<file path="config.mk">
export PLATFORM = sky130hd
export DESIGN_NAME = src3_cpld_top
export DESIGN_NICKNAME = d
export VERILOG_FILES = /design/src/rtl/cpld_pkg.sv /design/src/rtl/src3_cpld_top.sv /design/src/rtl/cpld_pin_driver.sv /design/src/rtl/cpld_reg_bank.sv /design/src/rtl/ifc_bus_decode.sv
export SDC_FILE = /design/constraint.sdc
export NUM_CORES = 1
export LEC_CHECK = 0
export ABC_AREA = 1
export BUFFER_PORTS_ARGS = -buffer_cell sky130_fd_sc_hd__clkbuf_2
export CELL_PAD_IN_SITES_DETAIL_PLACEMENT = 0
export CELL_PAD_IN_SITES_GLOBAL_PLACEMENT = 1
export CORE_UTILIZATION = 45
export DETAILED_ROUTE_END_ITERATION = 7
export MAX_ROUTING_LAYER = met4
export PLACE_DENSITY_LB_ADDON = 0.1
export SLEW_MARGIN = 10
export SYNTH_ARGS = -nofsm -noshare
export SYNTH_HDL_FRONTEND = slang
export SYNTH_HIERARCHICAL = 1
export SYNTH_SLANG_ARGS = --single-unit
</file>
<file path="constraint.sdc">
create_clock -name high_cpld_clk -period 2.59 [get_ports high_cpld_clk]
set_input_delay 0.3885 -clock high_cpld_clk [delete_from_list [all_inputs] [get_ports high_cpld_clk]]
set_output_delay 0.3885 -clock high_cpld_clk [all_outputs]
set_load 0.02 [all_outputs]
</file>
<file path="src/rtl/cpld_pkg.sv">
`default_nettype none

package cpld_pkg;

    // ******************************
    // widths
    // ******************************
    typedef logic [7:0]  reg_addr_t;
    typedef logic [15:0] reg_data_t;
    typedef logic [31:0] access_cnt_t;
    typedef logic [15:0] field_in_t;

    // one decoded local-bus access
    typedef struct packed {
        reg_addr_t addr;
        reg_data_t wdata;
        logic      rd_stb;
        logic      wr_stb;
    } bus_req_t;

    // host-written output and config registers
    typedef struct packed {
        logic       pndt_svon;
        logic [1:0] crh;          // safety loop, only 00 or 11
        logic       ovrun_clr;
        logic [4:0] ext_disp;     // segment display
        logic       rb_rdy;
        logic       rb_err;
        logic       svo;
        logic       self_son;
        logic [7:0] hand_out;
        logic       error_en;
        logic [2:0] cnt_set;      // [0] count enable, [1] clear
    } out_regs_t;

    // ******************************
    // register map
    // ******************************
    localparam reg_addr_t ADDR_VERSION   = 8'd0;
    localparam reg_addr_t ADDR_CMODE     = 8'd2;
    localparam reg_addr_t ADDR_EMS       = 8'd3;
    localparam reg_addr_t ADDR_TMP       = 8'd4;
    localparam reg_addr_t ADDR_ACKM      = 8'd5;
    localparam reg_addr_t ADDR_SR_ERR    = 8'd6;
    localparam reg_addr_t ADDR_PMODE     = 8'd7;
    localparam reg_addr_t ADDR_EN12      = 8'd8;
    localparam reg_addr_t ADDR_DOOR2     = 8'd9;
    localparam reg_addr_t ADDR_ACPWR     = 8'd10;
    localparam reg_addr_t ADDR_RIO_RDY   = 8'd11;
    localparam reg_addr_t ADDR_SVON_B    = 8'd12;
    localparam reg_addr_t ADDR_REMOTE_B  = 8'd13;
    localparam reg_addr_t ADDR_EMS6      = 8'd14;
    localparam reg_addr_t ADDR_EMS12     = 8'd15;
    localparam reg_addr_t ADDR_HAND_IN   = 8'd17;
    localparam reg_addr_t ADDR_PNDT_SVON = 8'd18;
    localparam reg_addr_t ADDR_CRH       = 8'd19;
    localparam reg_addr_t ADDR_OVRUN_CLR = 8'd20;
    localparam reg_addr_t ADDR_EXT_DISP  = 8'd21;
    localparam reg_addr_t ADDR_RB_RDY    = 8'd22;
    localparam reg_addr_t ADDR_RB_ERR    = 8'd23;
    localparam reg_addr_t ADDR_SVO       = 8'd24;
    localparam reg_addr_t ADDR_SELF_SON  = 8'd25;
    localparam reg_addr_t ADDR_HAND_OUT  = 8'd26;
    localparam reg_addr_t ADDR_ERROR_EN  = 8'd27;
    localparam reg_addr_t ADDR_VIN_FALL  = 8'd28;
    localparam reg_addr_t ADDR_CNT_SET   = 8'd29;
    localparam reg_addr_t ADDR_CNT0      = 8'd30;
    localparam reg_addr_t ADDR_CNT1      = 8'd31;
    localparam reg_addr_t ADDR_CNT2      = 8'd32;
    localparam reg_addr_t ADDR_CNT3      = 8'd33;
    localparam reg_addr_t ADDR_TEST16    = 8'd34;

    // outputs idle high, lamp and counter off
    localparam out_regs_t OUT_REGS_RESET = '{
        pndt_svon: 1'b1, crh: 2'b11, ovrun_clr: 1'b1, ext_disp: 5'h1f,
        rb_rdy: 1'b1, rb_err: 1'b1, svo: 1'b1, self_son: 1'b1,
        hand_out: 8'hff, error_en: 1'b0, cnt_set: 3'd0
    };
    localparam reg_data_t  TEST16_RESET = 16'h1234;
    localparam logic [2:0] IO_OUT_FIXED = 3'b011;

    // pins are wired msb-first on the board
    function automatic reg_addr_t rev_addr(input reg_addr_t a);
        reg_addr_t r;
        for (int i = 0; i < $bits(reg_addr_t); i++) begin
            r[i] = a[$bits(reg_addr_t) - 1 - i];
        end
        return r;
    endfunction

    function automatic reg_data_t rev_data(input reg_data_t d);
        reg_data_t r;
        for (int i = 0; i < $bits(reg_data_t); i++) begin
            r[i] = d[$bits(reg_data_t) - 1 - i];
        end
        return r;
    endfunction

endpackage

`default_nettype wire
</file>
<file path="src/rtl/src3_cpld_top.sv">
`timescale 1ns/100ps
`default_nettype none

module src3_cpld_top import cpld_pkg::*; #(
    parameter reg_data_t CPLD_VERSION = 16'h2134
) (
    input  logic      high_cpld_clk,
    input  logic      rst_n,
    // local bus, pins msb-first
    input  reg_data_t ifc_ad_in,
    output reg_data_t ifc_ad_out,
    output logic      ifc_ad_oe,
    input  reg_addr_t ifc_addr,
    input  logic      ifc_cs,
    input  logic      ifc_we_b,
    input  logic      ifc_oe_b,
    input  logic      ifc_avd,
    output logic      irq,
    // cabinet field io
    input  field_in_t io_in,
    output field_in_t io_out,
    input  logic      voltage_drop
);

    bus_req_t  bus_req;
    reg_data_t rd_data;
    out_regs_t out_regs;

    ifc_bus_decode i_decode (
        .high_cpld_clk (high_cpld_clk),
        .rst_n         (rst_n),
        .ifc_ad_in     (ifc_ad_in),
        .ifc_addr      (ifc_addr),
        .ifc_cs        (ifc_cs),
        .ifc_we_b      (ifc_we_b),
        .ifc_oe_b      (ifc_oe_b),
        .ifc_avd       (ifc_avd),
        .bus_req       (bus_req)
    );

    cpld_reg_bank #(
        .CPLD_VERSION (CPLD_VERSION)
    ) i_reg_bank (
        .high_cpld_clk (high_cpld_clk),
        .rst_n         (rst_n),
        .bus_req       (bus_req),
        .io_in         (io_in),
        .voltage_drop  (voltage_drop),
        .rd_data       (rd_data),
        .out_regs      (out_regs),
        .irq           (irq)
    );

    cpld_pin_driver i_pin_driver (
        .high_cpld_clk (high_cpld_clk),
        .rst_n         (rst_n),
        .rd_stb        (bus_req.rd_stb),
        .rd_data       (rd_data),
        .out_regs      (out_regs),
        .ifc_cs        (ifc_cs),
        .ifc_oe_b      (ifc_oe_b),
        .ifc_ad_out    (ifc_ad_out),
        .ifc_ad_oe     (ifc_ad_oe),
        .io_out        (io_out)
    );

endmodule

`default_nettype wire

</file>
<file path="src/rtl/cpld_pin_driver.sv">
`timescale 1ns/100ps
`default_nettype none

module cpld_pin_driver import cpld_pkg::*; (
    input  logic      high_cpld_clk,
    input  logic      rst_n,
    input  logic      rd_stb,
    input  reg_data_t rd_data,
    input  out_regs_t out_regs,
    input  logic      ifc_cs,
    input  logic      ifc_oe_b,
    output reg_data_t ifc_ad_out,
    output logic      ifc_ad_oe,
    output field_in_t io_out
);

    reg_data_t rd_q;   // held for the rest of the read cycle

    always_ff @(posedge high_cpld_clk or negedge rst_n) begin
        if (!rst_n) begin
            rd_q <= '0;
        end else if (rd_stb) begin
            rd_q <= rd_data;
        end
    end

    // ******************************
    // local bus data
    // ******************************
    assign ifc_ad_out = rev_data(rd_q);
    assign ifc_ad_oe  = ~ifc_cs & ~ifc_oe_b;   // drive only while host reads

    // ******************************
    // connector pins p13..p01
    // ******************************
    // hand_out gates the shared pins p08..p01
    assign io_out = {IO_OUT_FIXED,
                     out_regs.ext_disp[0],
                     out_regs.self_son,
                     out_regs.ext_disp[1],
                     out_regs.svo,
                     out_regs.ext_disp[2],
                     out_regs.rb_err      & out_regs.hand_out[7],
                     out_regs.ext_disp[3] & out_regs.hand_out[6],
                     out_regs.rb_rdy      & out_regs.hand_out[5],
                     out_regs.ext_disp[4] & out_regs.hand_out[4],
                     out_regs.crh[1]      & out_regs.hand_out[3],
                     out_regs.ovrun_clr   & out_regs.hand_out[2],
                     out_regs.crh[0]      & out_regs.hand_out[1],
                     out_regs.pndt_svon   & out_regs.hand_out[0]};

endmodule

`default_nettype wire

</file>
<file path="src/rtl/cpld_reg_bank.sv">
`timescale 1ns/100ps
`default_nettype none

module cpld_reg_bank import cpld_pkg::*; #(
    parameter reg_data_t CPLD_VERSION = 16'h2134
) (
    input  logic      high_cpld_clk,
    input  logic      rst_n,
    input  bus_req_t  bus_req,
    input  field_in_t io_in,
    input  logic      voltage_drop,
    output reg_data_t rd_data,
    output out_regs_t out_regs,
    output logic      irq
);

    field_in_t   io_q;      // sampled field inputs
    logic        vin_fall;
    reg_data_t   test16;
    access_cnt_t rd_cnt;

    // ******************************
    // field inputs and supply monitor
    // ******************************
    always_ff @(posedge high_cpld_clk or negedge rst_n) begin
        if (!rst_n) begin
            io_q     <= '0;
            vin_fall <= 1'b0;
        end else begin
            io_q     <= io_in;
            vin_fall <= voltage_drop;
        end
    end

    assign irq = vin_fall;

    // ******************************
    // register writes
    // ******************************
    always_ff @(posedge high_cpld_clk or negedge rst_n) begin
        if (!rst_n) begin
            out_regs <= OUT_REGS_RESET;
            test16   <= TEST16_RESET;
        end else if (bus_req.wr_stb) begin
            case (bus_req.addr)
                ADDR_PNDT_SVON: out_regs.pndt_svon <= bus_req.wdata[0];
                // inverted, 11 closes the loop
                ADDR_CRH:       out_regs.crh <= (bus_req.wdata[1:0] == 2'b11) ? 2'b00 : 2'b11;
                ADDR_OVRUN_CLR: out_regs.ovrun_clr <= bus_req.wdata[0];
                ADDR_EXT_DISP:  out_regs.ext_disp  <= bus_req.wdata[4:0];
                ADDR_RB_RDY:    out_regs.rb_rdy    <= bus_req.wdata[0];
                ADDR_RB_ERR:    out_regs.rb_err    <= bus_req.wdata[0];
                ADDR_SVO:       out_regs.svo       <= bus_req.wdata[0];
                ADDR_SELF_SON:  out_regs.self_son  <= bus_req.wdata[0];
                ADDR_HAND_OUT:  out_regs.hand_out  <= bus_req.wdata[7:0];
                ADDR_ERROR_EN:  out_regs.error_en  <= bus_req.wdata[0];
                ADDR_CNT_SET:   out_regs.cnt_set   <= bus_req.wdata[2:0];
                ADDR_TEST16:    test16             <= bus_req.wdata;
                default: ;   // read-only or unmapped
            endcase
        end
    end

    // read access counter
    always_ff @(posedge high_cpld_clk or negedge rst_n) begin
        if (!rst_n) begin
            rd_cnt <= '0;
        end else if (out_regs.cnt_set[1]) begin
            rd_cnt <= '0;
        end else if (bus_req.rd_stb && out_regs.cnt_set[0]) begin
            rd_cnt <= rd_cnt + 1'b1;
        end
    end

    // ******************************
    // read select
    // ******************************
    always_comb begin
        case (bus_req.addr)
            ADDR_VERSION:   rd_data = CPLD_VERSION;
            ADDR_CMODE:     rd_data = reg_data_t'({io_q[0], io_q[2]});
            ADDR_EMS:       rd_data = reg_data_t'({io_q[7], io_q[5], io_q[3], io_q[1]});
            ADDR_TMP:       rd_data = reg_data_t'({io_q[6], io_q[4]});
            ADDR_ACKM:      rd_data = reg_data_t'(io_q[8]);
            ADDR_SR_ERR:    rd_data = reg_data_t'(io_q[9]);
            ADDR_PMODE:     rd_data = reg_data_t'({io_q[12], io_q[10]});
            ADDR_EN12:      rd_data = reg_data_t'(io_q[11]);
            ADDR_DOOR2:     rd_data = reg_data_t'(io_q[15]);
            ADDR_ACPWR:     rd_data = reg_data_t'(io_q[13]);
            ADDR_RIO_RDY:   rd_data = reg_data_t'(io_q[14]);
            ADDR_SVON_B:    rd_data = reg_data_t'(io_q[0]);    // second io board
            ADDR_REMOTE_B:  rd_data = reg_data_t'(io_q[1]);
            ADDR_EMS6:      rd_data = reg_data_t'({io_q[4], io_q[2]});
            ADDR_EMS12:     rd_data = reg_data_t'(io_q[5]);
            ADDR_HAND_IN:   rd_data = reg_data_t'(io_q[14:7]);
            ADDR_PNDT_SVON: rd_data = reg_data_t'(out_regs.pndt_svon);
            ADDR_CRH:       rd_data = reg_data_t'(out_regs.crh);
            ADDR_OVRUN_CLR: rd_data = reg_data_t'(out_regs.ovrun_clr);
            ADDR_EXT_DISP:  rd_data = reg_data_t'(out_regs.ext_disp);
            ADDR_RB_RDY:    rd_data = reg_data_t'(out_regs.rb_rdy);
            ADDR_RB_ERR:    rd_data = reg_data_t'(out_regs.rb_err);
            ADDR_SVO:       rd_data = reg_data_t'(out_regs.svo);
            ADDR_SELF_SON:  rd_data = reg_data_t'(out_regs.self_son);
            ADDR_HAND_OUT:  rd_data = reg_data_t'(out_regs.hand_out);
            ADDR_ERROR_EN:  rd_data = reg_data_t'(out_regs.error_en);
            ADDR_VIN_FALL:  rd_data = reg_data_t'(vin_fall);
            ADDR_CNT_SET:   rd_data = reg_data_t'(out_regs.cnt_set);
            ADDR_CNT0:      rd_data = reg_data_t'(rd_cnt[7:0]);
            ADDR_CNT1:      rd_data = reg_data_t'(rd_cnt[15:8]);
            ADDR_CNT2:      rd_data = reg_data_t'(rd_cnt[23:16]);
            ADDR_CNT3:      rd_data = reg_data_t'(rd_cnt[31:24]);
            ADDR_TEST16:    rd_data = test16;
            default:        rd_data = '0;
        endcase
    end

    // a split crh would open only one safety channel
    a_crh_pair: assert property (@(posedge high_cpld_clk) disable iff (!rst_n)
        (out_regs.crh == 2'b00) || (out_regs.crh == 2'b11));

endmodule

`default_nettype wire

</file>
<file path="src/rtl/ifc_bus_decode.sv">
`timescale 1ns/100ps
`default_nettype none

module ifc_bus_decode import cpld_pkg::*; (
    input  logic      high_cpld_clk,
    input  logic      rst_n,
    input  reg_data_t ifc_ad_in,
    input  reg_addr_t ifc_addr,
    input  logic      ifc_cs,
    input  logic      ifc_we_b,
    input  logic      ifc_oe_b,
    input  logic      ifc_avd,
    output bus_req_t  bus_req
);

    // bit positions in the control sync chain
    localparam int AVD = 2;
    localparam int OE  = 1;
    localparam int WE  = 0;

    logic [2:0] ctl_s1;
    logic [2:0] ctl_s2;
    logic [2:0] ctl_d;     // edge flop
    logic [2:0] ctl_fall;
    logic       rd_pend;
    logic       rd_stb;
    logic       wr_stb;
    reg_addr_t  addr_q;
    reg_data_t  wdata_q;

    // ******************************
    // synchronizers and edge detect
    // ******************************
    always_ff @(posedge high_cpld_clk or negedge rst_n) begin
        if (!rst_n) begin
            ctl_s1 <= '1;   // strobes idle high
            ctl_s2 <= '1;
            ctl_d  <= '1;
        end else begin
            ctl_s1 <= {ifc_avd, ifc_oe_b, ifc_we_b};
            ctl_s2 <= ctl_s1;
            ctl_d  <= ctl_s2;
        end
    end

    assign ctl_fall = ctl_d & ~ctl_s2;

    // read gets one extra stage to match the old board timing
    always_ff @(posedge high_cpld_clk or negedge rst_n) begin
        if (!rst_n) begin
            rd_pend <= 1'b0;
            rd_stb  <= 1'b0;
            wr_stb  <= 1'b0;
        end else begin
            rd_pend <= ctl_fall[OE];
            rd_stb  <= rd_pend & ~ifc_cs;
            wr_stb  <= ctl_fall[WE] & ~ifc_cs;
        end
    end

    // address on avd fall and data with the write strobe
    always_ff @(posedge high_cpld_clk) begin
        if (ctl_fall[AVD]) begin
            addr_q <= rev_addr(ifc_addr);
        end
        if (ctl_fall[WE] && !ifc_cs) begin
            wdata_q <= rev_data(ifc_ad_in);
        end
    end

    assign bus_req = '{addr: addr_q, wdata: wdata_q, rd_stb: rd_stb, wr_stb: wr_stb};

    // reg bank handles one access per cycle
    a_strobe_excl: assert property (@(posedge high_cpld_clk) disable iff (!rst_n)
        !(rd_stb && wr_stb));

endmodule

`default_nettype wire

</file>
# ---- Word-level counts from Yosys, hierarchy flattened
# Cells that the tools add are included.
dict set report op_classes {
  n_eq_ne 33
  bitwise 15
  addsub 1
  n_mux 4
  n_reduce_logical 17
}
# operator n
set ops {}
lappend ops {{$pmux W16 S33} 1}
lappend ops {{$eq A8 B5 Y1 const B} 15}
lappend ops {{$eq A8 B4 Y1 const B} 8}
lappend ops {{$mux W32} 2}
lappend ops {{$add A32 B1 Y32 const B} 1}
lappend ops {{$eq A8 B3 Y1 const B} 4}
lappend ops {{$eq A8 B6 Y1 const B} 3}
lappend ops {{$reduce_and A2 Y1} 12}
lappend ops {{$eq A8 B2 Y1 const B} 2}
lappend ops {{$and A1 B1 Y1} 11}
lappend ops {{$logic_not A8 Y1} 1}
lappend ops {{$and A3 B3 Y3} 1}
lappend ops {{$not A3 Y3} 1}
lappend ops {{$eq A2 B2 Y1 const B} 1}
lappend ops {{$logic_and A1 B1 Y1} 2}
lappend ops {{$mux W2} 1}
lappend ops {{$not A1 Y1} 2}
lappend ops {{$reduce_bool A2 Y1} 1}
lappend ops {{$logic_not A1 Y1} 1}
dict set report totals {
  elab_cells 94
  output_inout_bits 34
  input_bits 47
  register_bits 142
}

# ---- Depth between registers and ports, before layout
# Gate-level depths: netlist of run 1.
dict set report depth {
  ltp_word 3
  depth_mapped 13
  mapped_depth_nobuf 13
}

# ---- Cells and area by module
# Netlist of run 1, hierarchy kept.
# module area_per_inst_um2 seq_area_each_um2 cells_per_inst n_inst
set modules_own_cells {}
lappend modules_own_cells {cpld_reg_bank 4953.5 2258.4 661 1}
lappend modules_own_cells {ifc_bus_decode 1083.5 1032.2 47 1}
lappend modules_own_cells {cpld_pin_driver 775.7 400.4 95 1}

# ---- Worst setup path after synthesis of run 1
# OpenSTA, ideal clock, no wires.
dict set report synth_path {
  kind {reg-to-reg}
  from {reg i_decode.addr_q[0]}
  to {reg i_reg_bank.test16[1]}
  setup_time_ns 0.128
  period_less_slack_ns 1.489
  arrival_time_ns 1.362
  path_slack_ns 1.101
  n_path_buf 1
  t_required_ns 2.462
  path_stages_with_launch 8
  path_cell_list {edfxtp_1 -> inv_2 -> nand2_2 -> nor2_4 -> nand2_4 -> nor2_4 -> buf_6 -> mux2_1}
}
dict set report synth_between {
  elab_chain_len 2
}
# element line
set synth_lines {}
lappend synth_lines {{start: declaration} ifc_bus_decode.sv:28} ;# reg_addr_t addr_q;
lappend synth_lines {{start signal: assignment} ifc_bus_decode.sv:64} ;# addr_q <= rev_addr(ifc_addr);
lappend synth_lines {{$eq A8 B6 Y1} cpld_reg_bank.sv:45} ;# case (bus_req.addr)
lappend synth_lines {{$reduce_and A2 Y1 (no source line)} --}
lappend synth_lines {{end signal: assignment} cpld_reg_bank.sv:58} ;# ADDR_TEST16: test16 <= bus_req.wdata;
lappend synth_lines {{end: declaration} cpld_reg_bank.sv:19} ;# reg_data_t test16;
# No other way between the ends.
# A chain may end at the register's enable or synchronous reset.

# ---- Final worst setup path of run 1
dict set report layout_path {
  from {reg i_decode.addr_q[5]}
  to {reg i_pin_driver.rd_q[1]}
}
dict set report layout_between {
  elab_chain_len 2
  elab_cells_between_ends 34
  cone_classes {eq/ne: 32; mux: 1; reduce/logical: 1}
}
# element line
set layout_lines {}
lappend layout_lines {{$eq A8 B6 Y1, or another cell as far along} cpld_reg_bank.sv:79} ;# case (bus_req.addr)
lappend layout_lines {{$pmux W16 S33 (*)} cpld_reg_bank.sv:79}
lappend layout_lines {{net rd_data[1]} src3_cpld_top.sv:26} ;# reg_data_t rd_data;
lappend layout_lines {{end signal: assignment} cpld_pin_driver.sv:23} ;# rd_q <= rd_data;
lappend layout_lines {{end: declaration} cpld_pin_driver.sv:17} ;# reg_data_t rd_q;
# The timed path passes the listed nets; every way through them passes the cells marked *.

==> metrics.txt, run 1 <==
sequential-to-total area share from yosys stat=54.2%; core area=approximately 15,000 um^2; Max Buffers Root-to-Sink=2; Seq pwr share=roughly 45%; first drt pass iteration count=7; pwr dens=approximately 650 nW/um^2; final hold vios=0; Synth Instances=approximately 800; measured slew at the worst slew-check pin=between 0.9 and 1 ns; Final GP Congestion=between 0.9 and 1; combinational family with the most area after synthesis=simple AND/OR/NAND/NOR gates; area delta synth->final=16.4%; CP max FO=13; CP top delay family=simple AND/OR/NAND/NOR gates; Synth area leaders=dfrtp_1 (30%), dfstp_2 (13%), nand2_1 (12%); die height=~130 um; dpl ws=about 0.68 ns; WL final=about 18,000 um; share of cells above drive strength 1=a little under a quarter; crit start category=register; Clk Tree Root Cell=clkbuf_16; final period utilization=roughly three quarters; worst reg2reg setup slack=0.66 ns; Ys Warns=6; final antenna-violating net count=0; number of CTS-inserted buffers=17; failing checks=design-rule violations; worst path required time=about 3.0 ns; FF-to-FF Start=i_decode/addr_q[5]; RR Endpoint=i_pin_driver/rd_q[1]; crit-path max cell delay=~0.38 ns; Post-layout nets=~930; Crit Path Class=register to register; most frequent cells in the layout=nand2_1 (211), nor2_1 (88), dfrtp_1 (83), nand3_1 (83), inv_1 (80); most common cell after layout, fill and taps aside=nand2_1; Yosys top cell by area=dfrtp_1; Synth top area share=around 30%; critical path buffer and inverter count=3; Net Sw Power=roughly 1.1 mW; Pleak=3.78 nW; initial drt markers=~430; Sw Ratio=about a fifth; Top cell by count, worst path=nand2_1; Global Route Usage Sum=between 20% and 30%; first-pass GRT wire length=a little under 30,000 um; logic gate share of total power=under 10%; status=finished, violations left; cts repair resizes=0; worst path cell trace=inv_1 > nand2_1 > nor2_2 > buf_4 > nand2_1 > o21ai_0 > nor2_1 > nand2_1 > inv_1 > nand2_1 > nand2_1 > nand2_1; Avg WL per Cell=16.3 um; Clock Latency Late Sink=0.43 ns; Final WS setup=approximately 0.66 ns; Clock power frac=between 50% and 60%; relative slew slack=39.8%; fin util=54.2%; RSZ-0062 raised after global routing=false; Synth Area in XOR/XNOR=0%; Initial Utilization=a little under half; HPWL after DPL=around 13,000 um; max-slew violation count=0; initial antenna violation count=0; Synth Register Bits=about 140; H-tree depth=4; Crit-path slowest cell=edfxtp_1; CP arrival=about 2.3 ns; via count=5,665; R2R cell count=12; Die Width=about 130 um; clk slew on worst S/H paths=approximately 0.06 ns; # rows=44; port bufs=between 70 and 80; number of diodes=0; vias in the first global route=between 5,000 and 6,000; CTS tree=done; hold buffer count at CTS=0; setup TNS=0 ns; max-cap violations=0; vias per cell=~5.3; post-CTS setup buffer count=0; Post-Syn Area=between 6000 and 7000 um^2; final setup fails=0; maximum VDD drop=roughly 460 uV; fmax=approximately 0.52 GHz; largest net degree at the start of global routing=55; Final Skew=0.00775 ns; Synth Area in Adders=less than 1%; min Tclk post-route=about 1.9 ns; Pint=4.08 mW; Top Ports=between 80 and 90; hold crit path type=input port to async pin; mux share of post-synthesis cell area=0.661%; Remaining DRCs=12; synthesized area per cell=8.48 um^2; Congestion Overflow GR=0; Yosys cell types=38; Synth Area in Compound Gates=between 7 and 8%; Die ar.=around 16,000 um^2; CP endpoint kind=register; simple-gate portion of the synthesized area=between 20% and 30%; # clock sinks=141; Tot Pwr=just over 5 mW
synthesized netlist by cell type:
library cell and number:
a21o_1 1, a21oi_1 27, a31oi_1 1, and2_1 2, and3_1 1, buf_12 2, buf_2 6, buf_4 14
buf_6 3, clkbuf_1 5, clkbuf_4 1, conb_1 2, dfrtp_1 83, dfstp_2 34, edfxtp_1 24, ha_1 1
inv_1 80, inv_2 6, inv_6 1, mux2_1 4, nand2_1 211, nand2_2 21, nand2_4 1, nand3_1 83
nand3_2 1, nand4_1 7, nor2_1 88, nor2_2 11, nor2_4 6, nor3_1 6, nor3_2 2, nor3b_2 1
o211ai_1 2, o21a_1 5, o21ai_0 35, o21ai_1 12, o21ai_2 8, o22ai_1 5
metrics by stage:
step	hold slack, ns	instances	area (um^2)
after floorplan	0.0929	804	6820
after global placement	0.347	1044	7290
after detailed placement	0.349	1044	7290
after CTS	0.0239	1076	7930
after global routing	0.0135	1076	7930
final	0.0188	1076	7930
per-layer routing:
metal | up-vias | track usage, % | part of all wire [%] | wire, um
met1 | 2716 | 33.0 | 46 | 8020
met3 | 39 | 5.31 | 5.3 | 923
li1 | 2717 | - | - | -
met4 | 0 | 8.90 | 2.5 | 441
met2 | 193 | 38.9 | 47 | 8180
met5 | - | - | 0 | 0
cell families (layout without fill, tap and decap cells):
logic type / after synthesis / after routing
multiplexers: 4 / 4
buffers and inverters: 118 / 206
flip-flops: 141 / 141
adder cells (fa/ha/maj): 1 / 1
AND/OR/NAND/NOR: 441 / 441
AO/OA/AOI/OAI: 96 / 96
other: 2 / 3
worst max path at each step:
| stage | startpoint | to | slack (ns) | depth (start not counted) |
|---|---|---|---|---|
| 3_5_place_dp | i_decode/addr_q[5] | i_pin_driver/rd_q[1] | 0.68 | 12 |
| 5_1_grt | i_decode/addr_q[5] | i_pin_driver/rd_q[1] | 0.40 | 12 |
| 6_report | i_decode/addr_q[5] | i_pin_driver/rd_q[1] | 0.66 | 12 |
| 2_1_floorplan | i_decode/addr_q[0] | i_reg_bank/test16[1] | 1.10 | 7 |
| 3_3_place_gp | i_decode/addr_q[0] | i_reg_bank/test16[5] | 0.74 | 8 |
| 4_1_cts | i_decode/addr_q[5] | i_pin_driver/rd_q[1] | 0.65 | 12 |
state kept, by name, summed over array words and instances, names as in the netlist:
name and cells:
i_decode/addr_q 8, i_decode/ctl_s1 3, i_reg_bank/out_regs 24, i_reg_bank/test16 16
i_decode/rd_pend 1, i_decode/ctl_d 3, i_reg_bank/rd_cnt 32, i_pin_driver/rd_q 16
i_decode/ctl_s2 3, i_reg_bank/irq 1, i_decode/wdata_q 16, i_reg_bank/io_q 16
i_decode/wr_stb 1, i_decode/rd_stb 1
worst register-to-register path: cells and delay by family, from the launching register on:
| family | cells | cell delay (ns) |
|---|---|---|
| AO/OA/AOI/OAI | 1 | 0.26 |
| flip-flops | 1 | 0.38 |
| AND/OR/NAND/NOR | 8 | 0.84 |
| buffers and inverters | 3 | 0.39 |
layout make-up:
class                   instances  area [um^2]
clock inverters                13          211
fillers                      1392         6710
flip-flops and latches        141         3690
clock buffers                  19          433
repair buffers                 87          475
well taps                     184          230
multi-input cells             545         2560
inverters                      87          332
power groups by stage:
stage,Combinational (mW),Clock [mW],Sequential (mW)
finish,0.164,2.68,2.35
global route,0.187,2.84,2.35
CTS,0.168,2.73,2.35
detailed placement,0.168,0,2.39
global placement,0.163,0,2.39
floorplan,0.0749,0,2.38
Power figures use the tool's default switching activity.
==> run 2: changes to the inputs <==
- CORE_UTILIZATION: 45 -> 44
- clock period: 2.59 -> 1.8 ns (I/O delays scaled with it)
==> run 2 against run 1 <==
The run now ends clean. Highest routed layer unchanged. Critical endpoint unchanged. Clock power is 39% higher. Utilization is 0.54 points higher. First-iteration DRC count is 32% lower. Critical path depth is 1 higher. Register-to-register slack worse by 0.57 ns. Sequential power is 43% higher. Largest cell class unchanged. Clock skew is 0.00073 ns higher. Sequential cell count stayed put. Combinational power is 79% higher. Sequential share of layout area is 2.0 points lower. Fmax is 13% higher.
==> metrics.txt, run 2 (synthesis results as in run 1) <==
vias per cell=5.02 (was 5.26); crit start category=register (unchanged); max-slew violation count=0 (unchanged); start point of the critical path=i_decode/addr_q[1] (was i_decode/addr_q[5]); CP arrival=2.07 ns (was 2.29 ns); most common cell after layout, fill and taps aside=nand2_1 (unchanged); FF-to-FF Start=i_decode/addr_q[1] (was i_decode/addr_q[5]); fmax=0.583 GHz (was 0.517 GHz); HPWL after DPL=13,300 um (was 13,100 um); die height=126 um (was 125 um); Die Width=126 um (was 125 um); Initial Utilization=45.0% (was 46.5%); max reg flops=32 (unchanged); core area=15,100 um^2 (was 14,600 um^2); hold crit path type=input port to register (was input port to async pin); RR Endpoint=i_pin_driver/rd_q[1] (unchanged); Die ar.=16,000 um^2 (was 15,600 um^2); Clk Tree Root Cell=clkbuf_16 (unchanged); clk slew on worst S/H paths=0.07 ns (was 0.06 ns); Max Buffers Root-to-Sink=2 (unchanged); first-pass GRT wire length=29,200 um (was 29,100 um); maximum VDD drop=686 uV (was 456 uV); first drt pass iteration count=5 (was 7); CP max FO=4 (was 13); # clock sinks=141 (unchanged); initial drt markers=294 (was 432); number of diodes=0 (unchanged); crit path to=i_pin_driver/rd_q[1] (unchanged); area delta synth->final=21.6% (was 16.4%); Post-layout nets=960 (was 927); final antenna-violating net count=0 (unchanged); Final Skew=0.00847 ns (was 0.00775 ns); Pleak=3.93 nW (was 3.78 nW); post-CTS setup buffer count=0 (unchanged); pwr dens=893 nW/um^2 (was 655 nW/um^2); Crit Path Class=register to register (unchanged); CTS tree=done (unchanged); vias in the first global route=5,400 (was 5,424); via count=5,588 (was 5,665); setup TNS=0 ns (unchanged); Congestion Overflow GR=0 (unchanged); Avg WL per Cell=16.2 um (was 16.3 um); final setup fails=0 (unchanged); R2R cell count=13 (was 12); max-cap violations=0 (unchanged); CP endpoint kind=register (unchanged); measured slew at the worst slew-check pin=0.630 ns (was 0.902 ns); Final GP Congestion=0.900 (was 0.912); Top Ports=81 (unchanged); Reg with most FFs=i_reg_bank/rd_cnt (unchanged); largest registers=i_reg_bank/rd_cnt (32), i_reg_bank/out_regs (24) (unchanged); min Tclk post-route=1.71 ns (was 1.93 ns); worst reg2reg setup slack=0.09 ns (was 0.66 ns); final hold vios=0 (unchanged); status=finished clean (was finished, violations left); port bufs=77 (unchanged); Tot Pwr=7.40 mW (was 5.19 mW); initial antenna violation count=0 (unchanged); RSZ-0062 raised after global routing=true (was false); WL final=18,000 um (was 17,600 um); Global Route Usage Sum=25.0% (was 25.2%); number of CTS-inserted buffers=17 (unchanged); most frequent cells in the layout=nand2_1 (210), nor2_1 (85), dfrtp_1 (83), nand3_1 (83), inv_1 (80) (was nand2_1 (211), nor2_1 (88), dfrtp_1 (83), nand3_1 (83), inv_1 (80)); # rows=45 (was 44); relative slew slack=57.8% (was 39.8%); final period utilization=95.2% (was 74.6%); share of cells above drive strength 1=24.6% (was 23.4%); worst path required time=2.16 ns (was 2.95 ns); largest net degree at the start of global routing=40 (was 55); Remaining DRCs=0 (was 12); Clock Latency Late Sink=0.42 ns (was 0.43 ns); H-tree depth=4 (unchanged)
run 2: cell count changes in the layout (fill, tap and decap cells not counted), moves of 2 or more:
cell           previous run  this run
buf_12                    1         4
buf_4                    10        17
buf_6                     0         2
bufinv_16                 5         3
clkbuf_1                  2         0
clkbuf_8                  0         2
clkinv_2                  2         0
dlygate4sd3_1             0        21
nor2_1                   88        85
nor2_2                   11        13
o21ai_0                  35        33
o21ai_1                  12        14
run 2: report_power, final:
group	leakage [nW]	total (mW)	switching [mW]	internal [mW]
Combinational	1.94	0.293	0.177	0.116
Clock	0.303	3.73	1.44	2.29
Sequential	1.69	3.37	0.0430	3.33
run 2: area by class of cell:
class	instances	area, um^2
Multi-Input combinational cell	545	2570
Timing Repair Buffer	120	821
Clock buffer	19	453
Inverter	87	332
Clock inverter	13	178
Tap cell	188	235
Fill cell	1432	6860
Sequential cell	141	3690
run 2: worst max-delay path: stages (launching register included):
cell and delay (ns):
edfxtp_1 0.44, inv_2 0.09, nand2_1 0.11, nor2_2 0.23
nand2_1 0.18, inv_2 0.12, nand2_1 0.08, nand2_1 0.08
inv_1 0.03, nand2_1 0.08, nor2_1 0.04, nand2_1 0.06
nand2_1 0.05, nand2_1 0.07
run 2: timing repair:
action                                 4_1_cts  5_1_grt
resized for setup                            0       10
hold buffers                                21        0
endpoints found under the hold margin       53        0
setup endpoints to repair                    0       13
run 2: routing by layer:
| layer | vias to the layer above | track usage, % | wire length [um] |
|---|---|---|---|
| li1 | 2786 | - | - |
| met1 | 2655 | 32.8 | 8510 |
| met2 | 130 | 39.8 | 8600 |
| met3 | 17 | 4.09 | 665 |
| met4 | 0 | 8.01 | 263 |
| met5 | - | - | 0 |
run 2: worst min-delay path by stage:
stage,from,to,cells after the start
finish,ifc_ad_in[1],i_decode/wdata_q[14],1
global placement,rst_n,i_reg_bank/rd_cnt[13],1
CTS,ifc_addr[1],i_decode/addr_q[6],1
global route,ifc_addr[1],i_decode/addr_q[6],1
detailed placement,rst_n,i_reg_bank/rd_cnt[13],1
floorplan,rst_n,i_decode/rd_pend,0
run 2: through the flow:
stage          util (%)  hold WS, ns  worst slack [ns]  cells  instance area, um^2
6_report           54.7       0.0183            0.0860   1113                 8280
5_1_grt            54.7     0.000779           -0.0444   1113                 8280
4_1_cts            54.5      0.00224            0.0132   1113                 8260
3_5_place_dp       49.0        0.312            0.0410   1060                 7420
3_3_place_gp       49.0        0.306            0.0277   1060                 7420
2_1_floorplan         -      -0.0256             0.311    804                 6820
==> run 3: changes to the inputs <==
- BUFFER_PORTS_ARGS: -buffer_cell sky130_fd_sc_hd__clkbuf_2 -> -buffer_cell sky130_fd_sc_hd__buf_2
- clock period: 1.8 -> 1.9 ns (I/O delays scaled with it)
==> run 3 against run 2 <==
First-iteration DRC count grew 12%. Largest power group unchanged. Hold slack improved by 0.020 ns. Sequential power down 5%. Wire length down 0.98%. Cell count fell by 0.18%. Register-to-register slack improved by 0.06 ns. Global-route usage decreased by 0.15 points.
==> metrics.txt, run 3 (synthesis results as in run 1) <==
status=finished clean (unchanged); Global Route Usage Sum=24.9% (was 25.0%); Avg WL per Cell=16.1 um (was 16.2 um); Crit Path Class=register to register (unchanged); Clk Tree Root Cell=clkbuf_16 (unchanged); hold crit path type=input port to register (unchanged); hold_ws=0.0381 ns (was 0.0183 ns); most frequent cells in the layout=nand2_1 (211), nor2_1 (86), dfrtp_1 (83), nand3_1 (83), inv_1 (80) (was nand2_1 (210), nor2_1 (85), dfrtp_1 (83), nand3_1 (83), inv_1 (80)); maximum VDD drop=784 uV (was 686 uV); # clock sinks=141 (unchanged); via count=5,585 (was 5,588); share of cells above drive strength 1=24.2% (was 24.6%); dpl ws=0.128 ns (was 0.0410 ns); pwr dens=837 nW/um^2 (was 893 nW/um^2); Top Layer Used=met4 (unchanged); Final WS setup=0.148 ns (was 0.0860 ns); CP max FO=4 (unchanged); Initial Utilization=45.0% (unchanged); DRT met1 WL=8280 um (was 8510 um); worst path required time=2.26 ns (was 2.16 ns); HP Start=ifc_ad_in[14] (was ifc_ad_in[1]); crit start category=register (unchanged); Final GP Congestion=0.855 (was 0.900); # rows=45 (unchanged); Max Buffers Root-to-Sink=2 (unchanged); RSZ-0062 raised after global routing=true (unchanged); Post-layout nets=958 (was 960); final hold vios=0 (unchanged); Clock Latency Late Sink=0.42 ns (about the same); port bufs=77 (unchanged); final antenna-violating net count=0 (unchanged); fmax=0.571 GHz (was 0.583 GHz); vias per cell=5.03 (was 5.02); Cell Area, Placed=7370 um^2 (was 7420 um^2); Remaining DRCs=0 (unchanged); setup TNS=0 ns (unchanged); core area=15,100 um^2 (unchanged); WL final=17,900 um (was 18,000 um); Pleak=3.92 nW (was 3.93 nW); H-tree depth=4 (unchanged); metal3 WL=839 um (was 665 um); die height=126 um (unchanged); Top Ports=81 (unchanged); area delta synth->final=20.4% (was 21.6%); first drt pass iteration count=5 (unchanged); clk slew on worst S/H paths=0.06 ns (was 0.07 ns); crit-path max cell delay=0.43 ns (was 0.44 ns); CP arrival=2.11 ns (was 2.07 ns); Final Skew=0.00466 ns (was 0.00847 ns); final period utilization=92.2% (was 95.2%); R2R cell count=11 (was 13); vias in the first global route=5,495 (was 5,400); Congestion Overflow GR=0 (unchanged); number of diodes=0 (unchanged); Clock power frac=49.5% (was 50.4%); largest registers=i_reg_bank/rd_cnt (32), i_reg_bank/out_regs (24) (unchanged); CTS tree=done (unchanged); Top cell by count, worst path=nand2_1 (unchanged); initial drt markers=330 (was 294); Pint=5.36 mW (was 5.73 mW); largest net degree at the start of global routing=48 (was 40); worst reg2reg setup slack=0.15 ns (was 0.09 ns); HPWL after DPL=13,300 um (about the same); fin area=8200 um^2 (was 8280 um^2); initial antenna violation count=0 (unchanged); number of CTS-inserted buffers=17 (unchanged); max-cap violations=0 (unchanged); Die Width=126 um (unchanged); Sw Ratio=21.9% (was 22.5%); min Tclk post-route=1.75 ns (was 1.71 ns); Net Sw Power=1.51 mW (was 1.66 mW); Crit-path slowest cell=edfxtp_1 (unchanged); Tot Pwr=6.87 mW (was 7.40 mW); CP endpoint kind=register (unchanged); post-CTS setup buffer count=0 (unchanged); Reg with most FFs=i_reg_bank/rd_cnt (unchanged); Hold Path Cell Cnt=1 (unchanged); RR Endpoint=i_pin_driver/rd_q[0] (was i_pin_driver/rd_q[1]); most common cell after layout, fill and taps aside=nand2_1 (unchanged); final setup fails=0 (unchanged); max reg flops=32 (unchanged); max-slew violation count=0 (unchanged); worst path cell trace=inv_2 > nand2_2 > nor2_1 > nand3_1 > nand2_1 > nor2_1 > nand2_1 > nor2_1 > nand2_1 > nand2_1 > nand2_1 (was inv_2 > nand2_1 > nor2_2 > nand2_1 > inv_2 > nand2_1 > nand2_1 > inv_1 > nand2_1 > nor2_1 > nand2_1 > nand2_1 > nand2_1); first-pass GRT wire length=29,200 um (unchanged); logic gate share of total power=3.9% (was 4.0%); Seq pwr share=46.5% (was 45.6%); routed wl met2=8410 um (was 8600 um); Die ar.=16,000 um^2 (unchanged); Min-Delay Endpoint=i_decode/wdata_q[1] (was i_decode/wdata_q[14]); FF-to-FF Start=i_decode/addr_q[1] (unchanged)
run 3: cell count changes in the layout (fill, tap and decap cells not counted), sizes merged:
cell / previous run / this run
clkbuf: 95 / 18
buf: 23 / 97
inv: 92 / 91
clkinv: 3 / 5
run 3: layer usage:
| metal | track usage, % | up-vias |
|---|---|---|
| met1 | 32.1 | 2640 |
| met4 | 8.01 | 0 |
| met3 | 4.98 | 25 |
| met5 | - | - |
| li1 | - | 2772 |
| met2 | 39.4 | 148 |
run 3: worst max path at each step:
| stage | start | end | slack, ns | depth (start not counted) |
|---|---|---|---|---|
| floorplan | i_decode/addr_q[0] | i_reg_bank/test16[1] | 0.41 | 7 |
| global placement | i_decode/addr_q[1] | i_pin_driver/rd_q[1] | 0.16 | 13 |
| detailed placement | i_decode/addr_q[4] | i_reg_bank/test16[3] | 0.13 | 8 |
| CTS | i_decode/addr_q[5] | i_pin_driver/rd_q[0] | 0.11 | 12 |
| global route | i_decode/addr_q[1] | i_pin_driver/rd_q[1] | -0.006 | 13 |
| finish | i_decode/addr_q[1] | i_pin_driver/rd_q[0] | 0.15 | 11 |
run 3: worst max-delay path: cells and delay by family, from the launching register on:
kind	cells	cell delay, ns
flip-flops	1	0.43
buffers and inverters	1	0.09
AND/OR/NAND/NOR	10	1.17
run 3: power groups by stage:
stage / Clock [mW] / Combinational, mW / Sequential (mW)
after detailed placement: 0 / 0.239 / 3.25
after floorplan: 0 / 0.102 / 3.24
final: 3.40 / 0.269 / 3.20
after CTS: 3.47 / 0.272 / 3.20
after global routing: 3.60 / 0.300 / 3.20
after global placement: 0 / 0.232 / 3.25
run 3: final cells by class:
type,instances,area [um^2]
clock buffers,18,439
flip-flops and latches,141,3690
clock inverters,14,164
multi-input cells,545,2570
well taps,188,235
repair buffers,118,764
inverters,87,332
fillers,1438,6950
run 3: what timing repair did:
action                                  4_1_cts  5_1_grt
endpoints found under the hold margin        47        0
resized for setup                             0        6
hold buffers                                 21        0
endpoints found under the setup margin        0       10
run 3: per-stage QoR:
stage / instances / util (%)
after global routing: 1111 / 54.1
after global placement: 1058 / 48.6
after CTS: 1111 / 54.0
after detailed placement: 1058 / 48.6
after floorplan: 804 / -
final: 1111 / 54.1
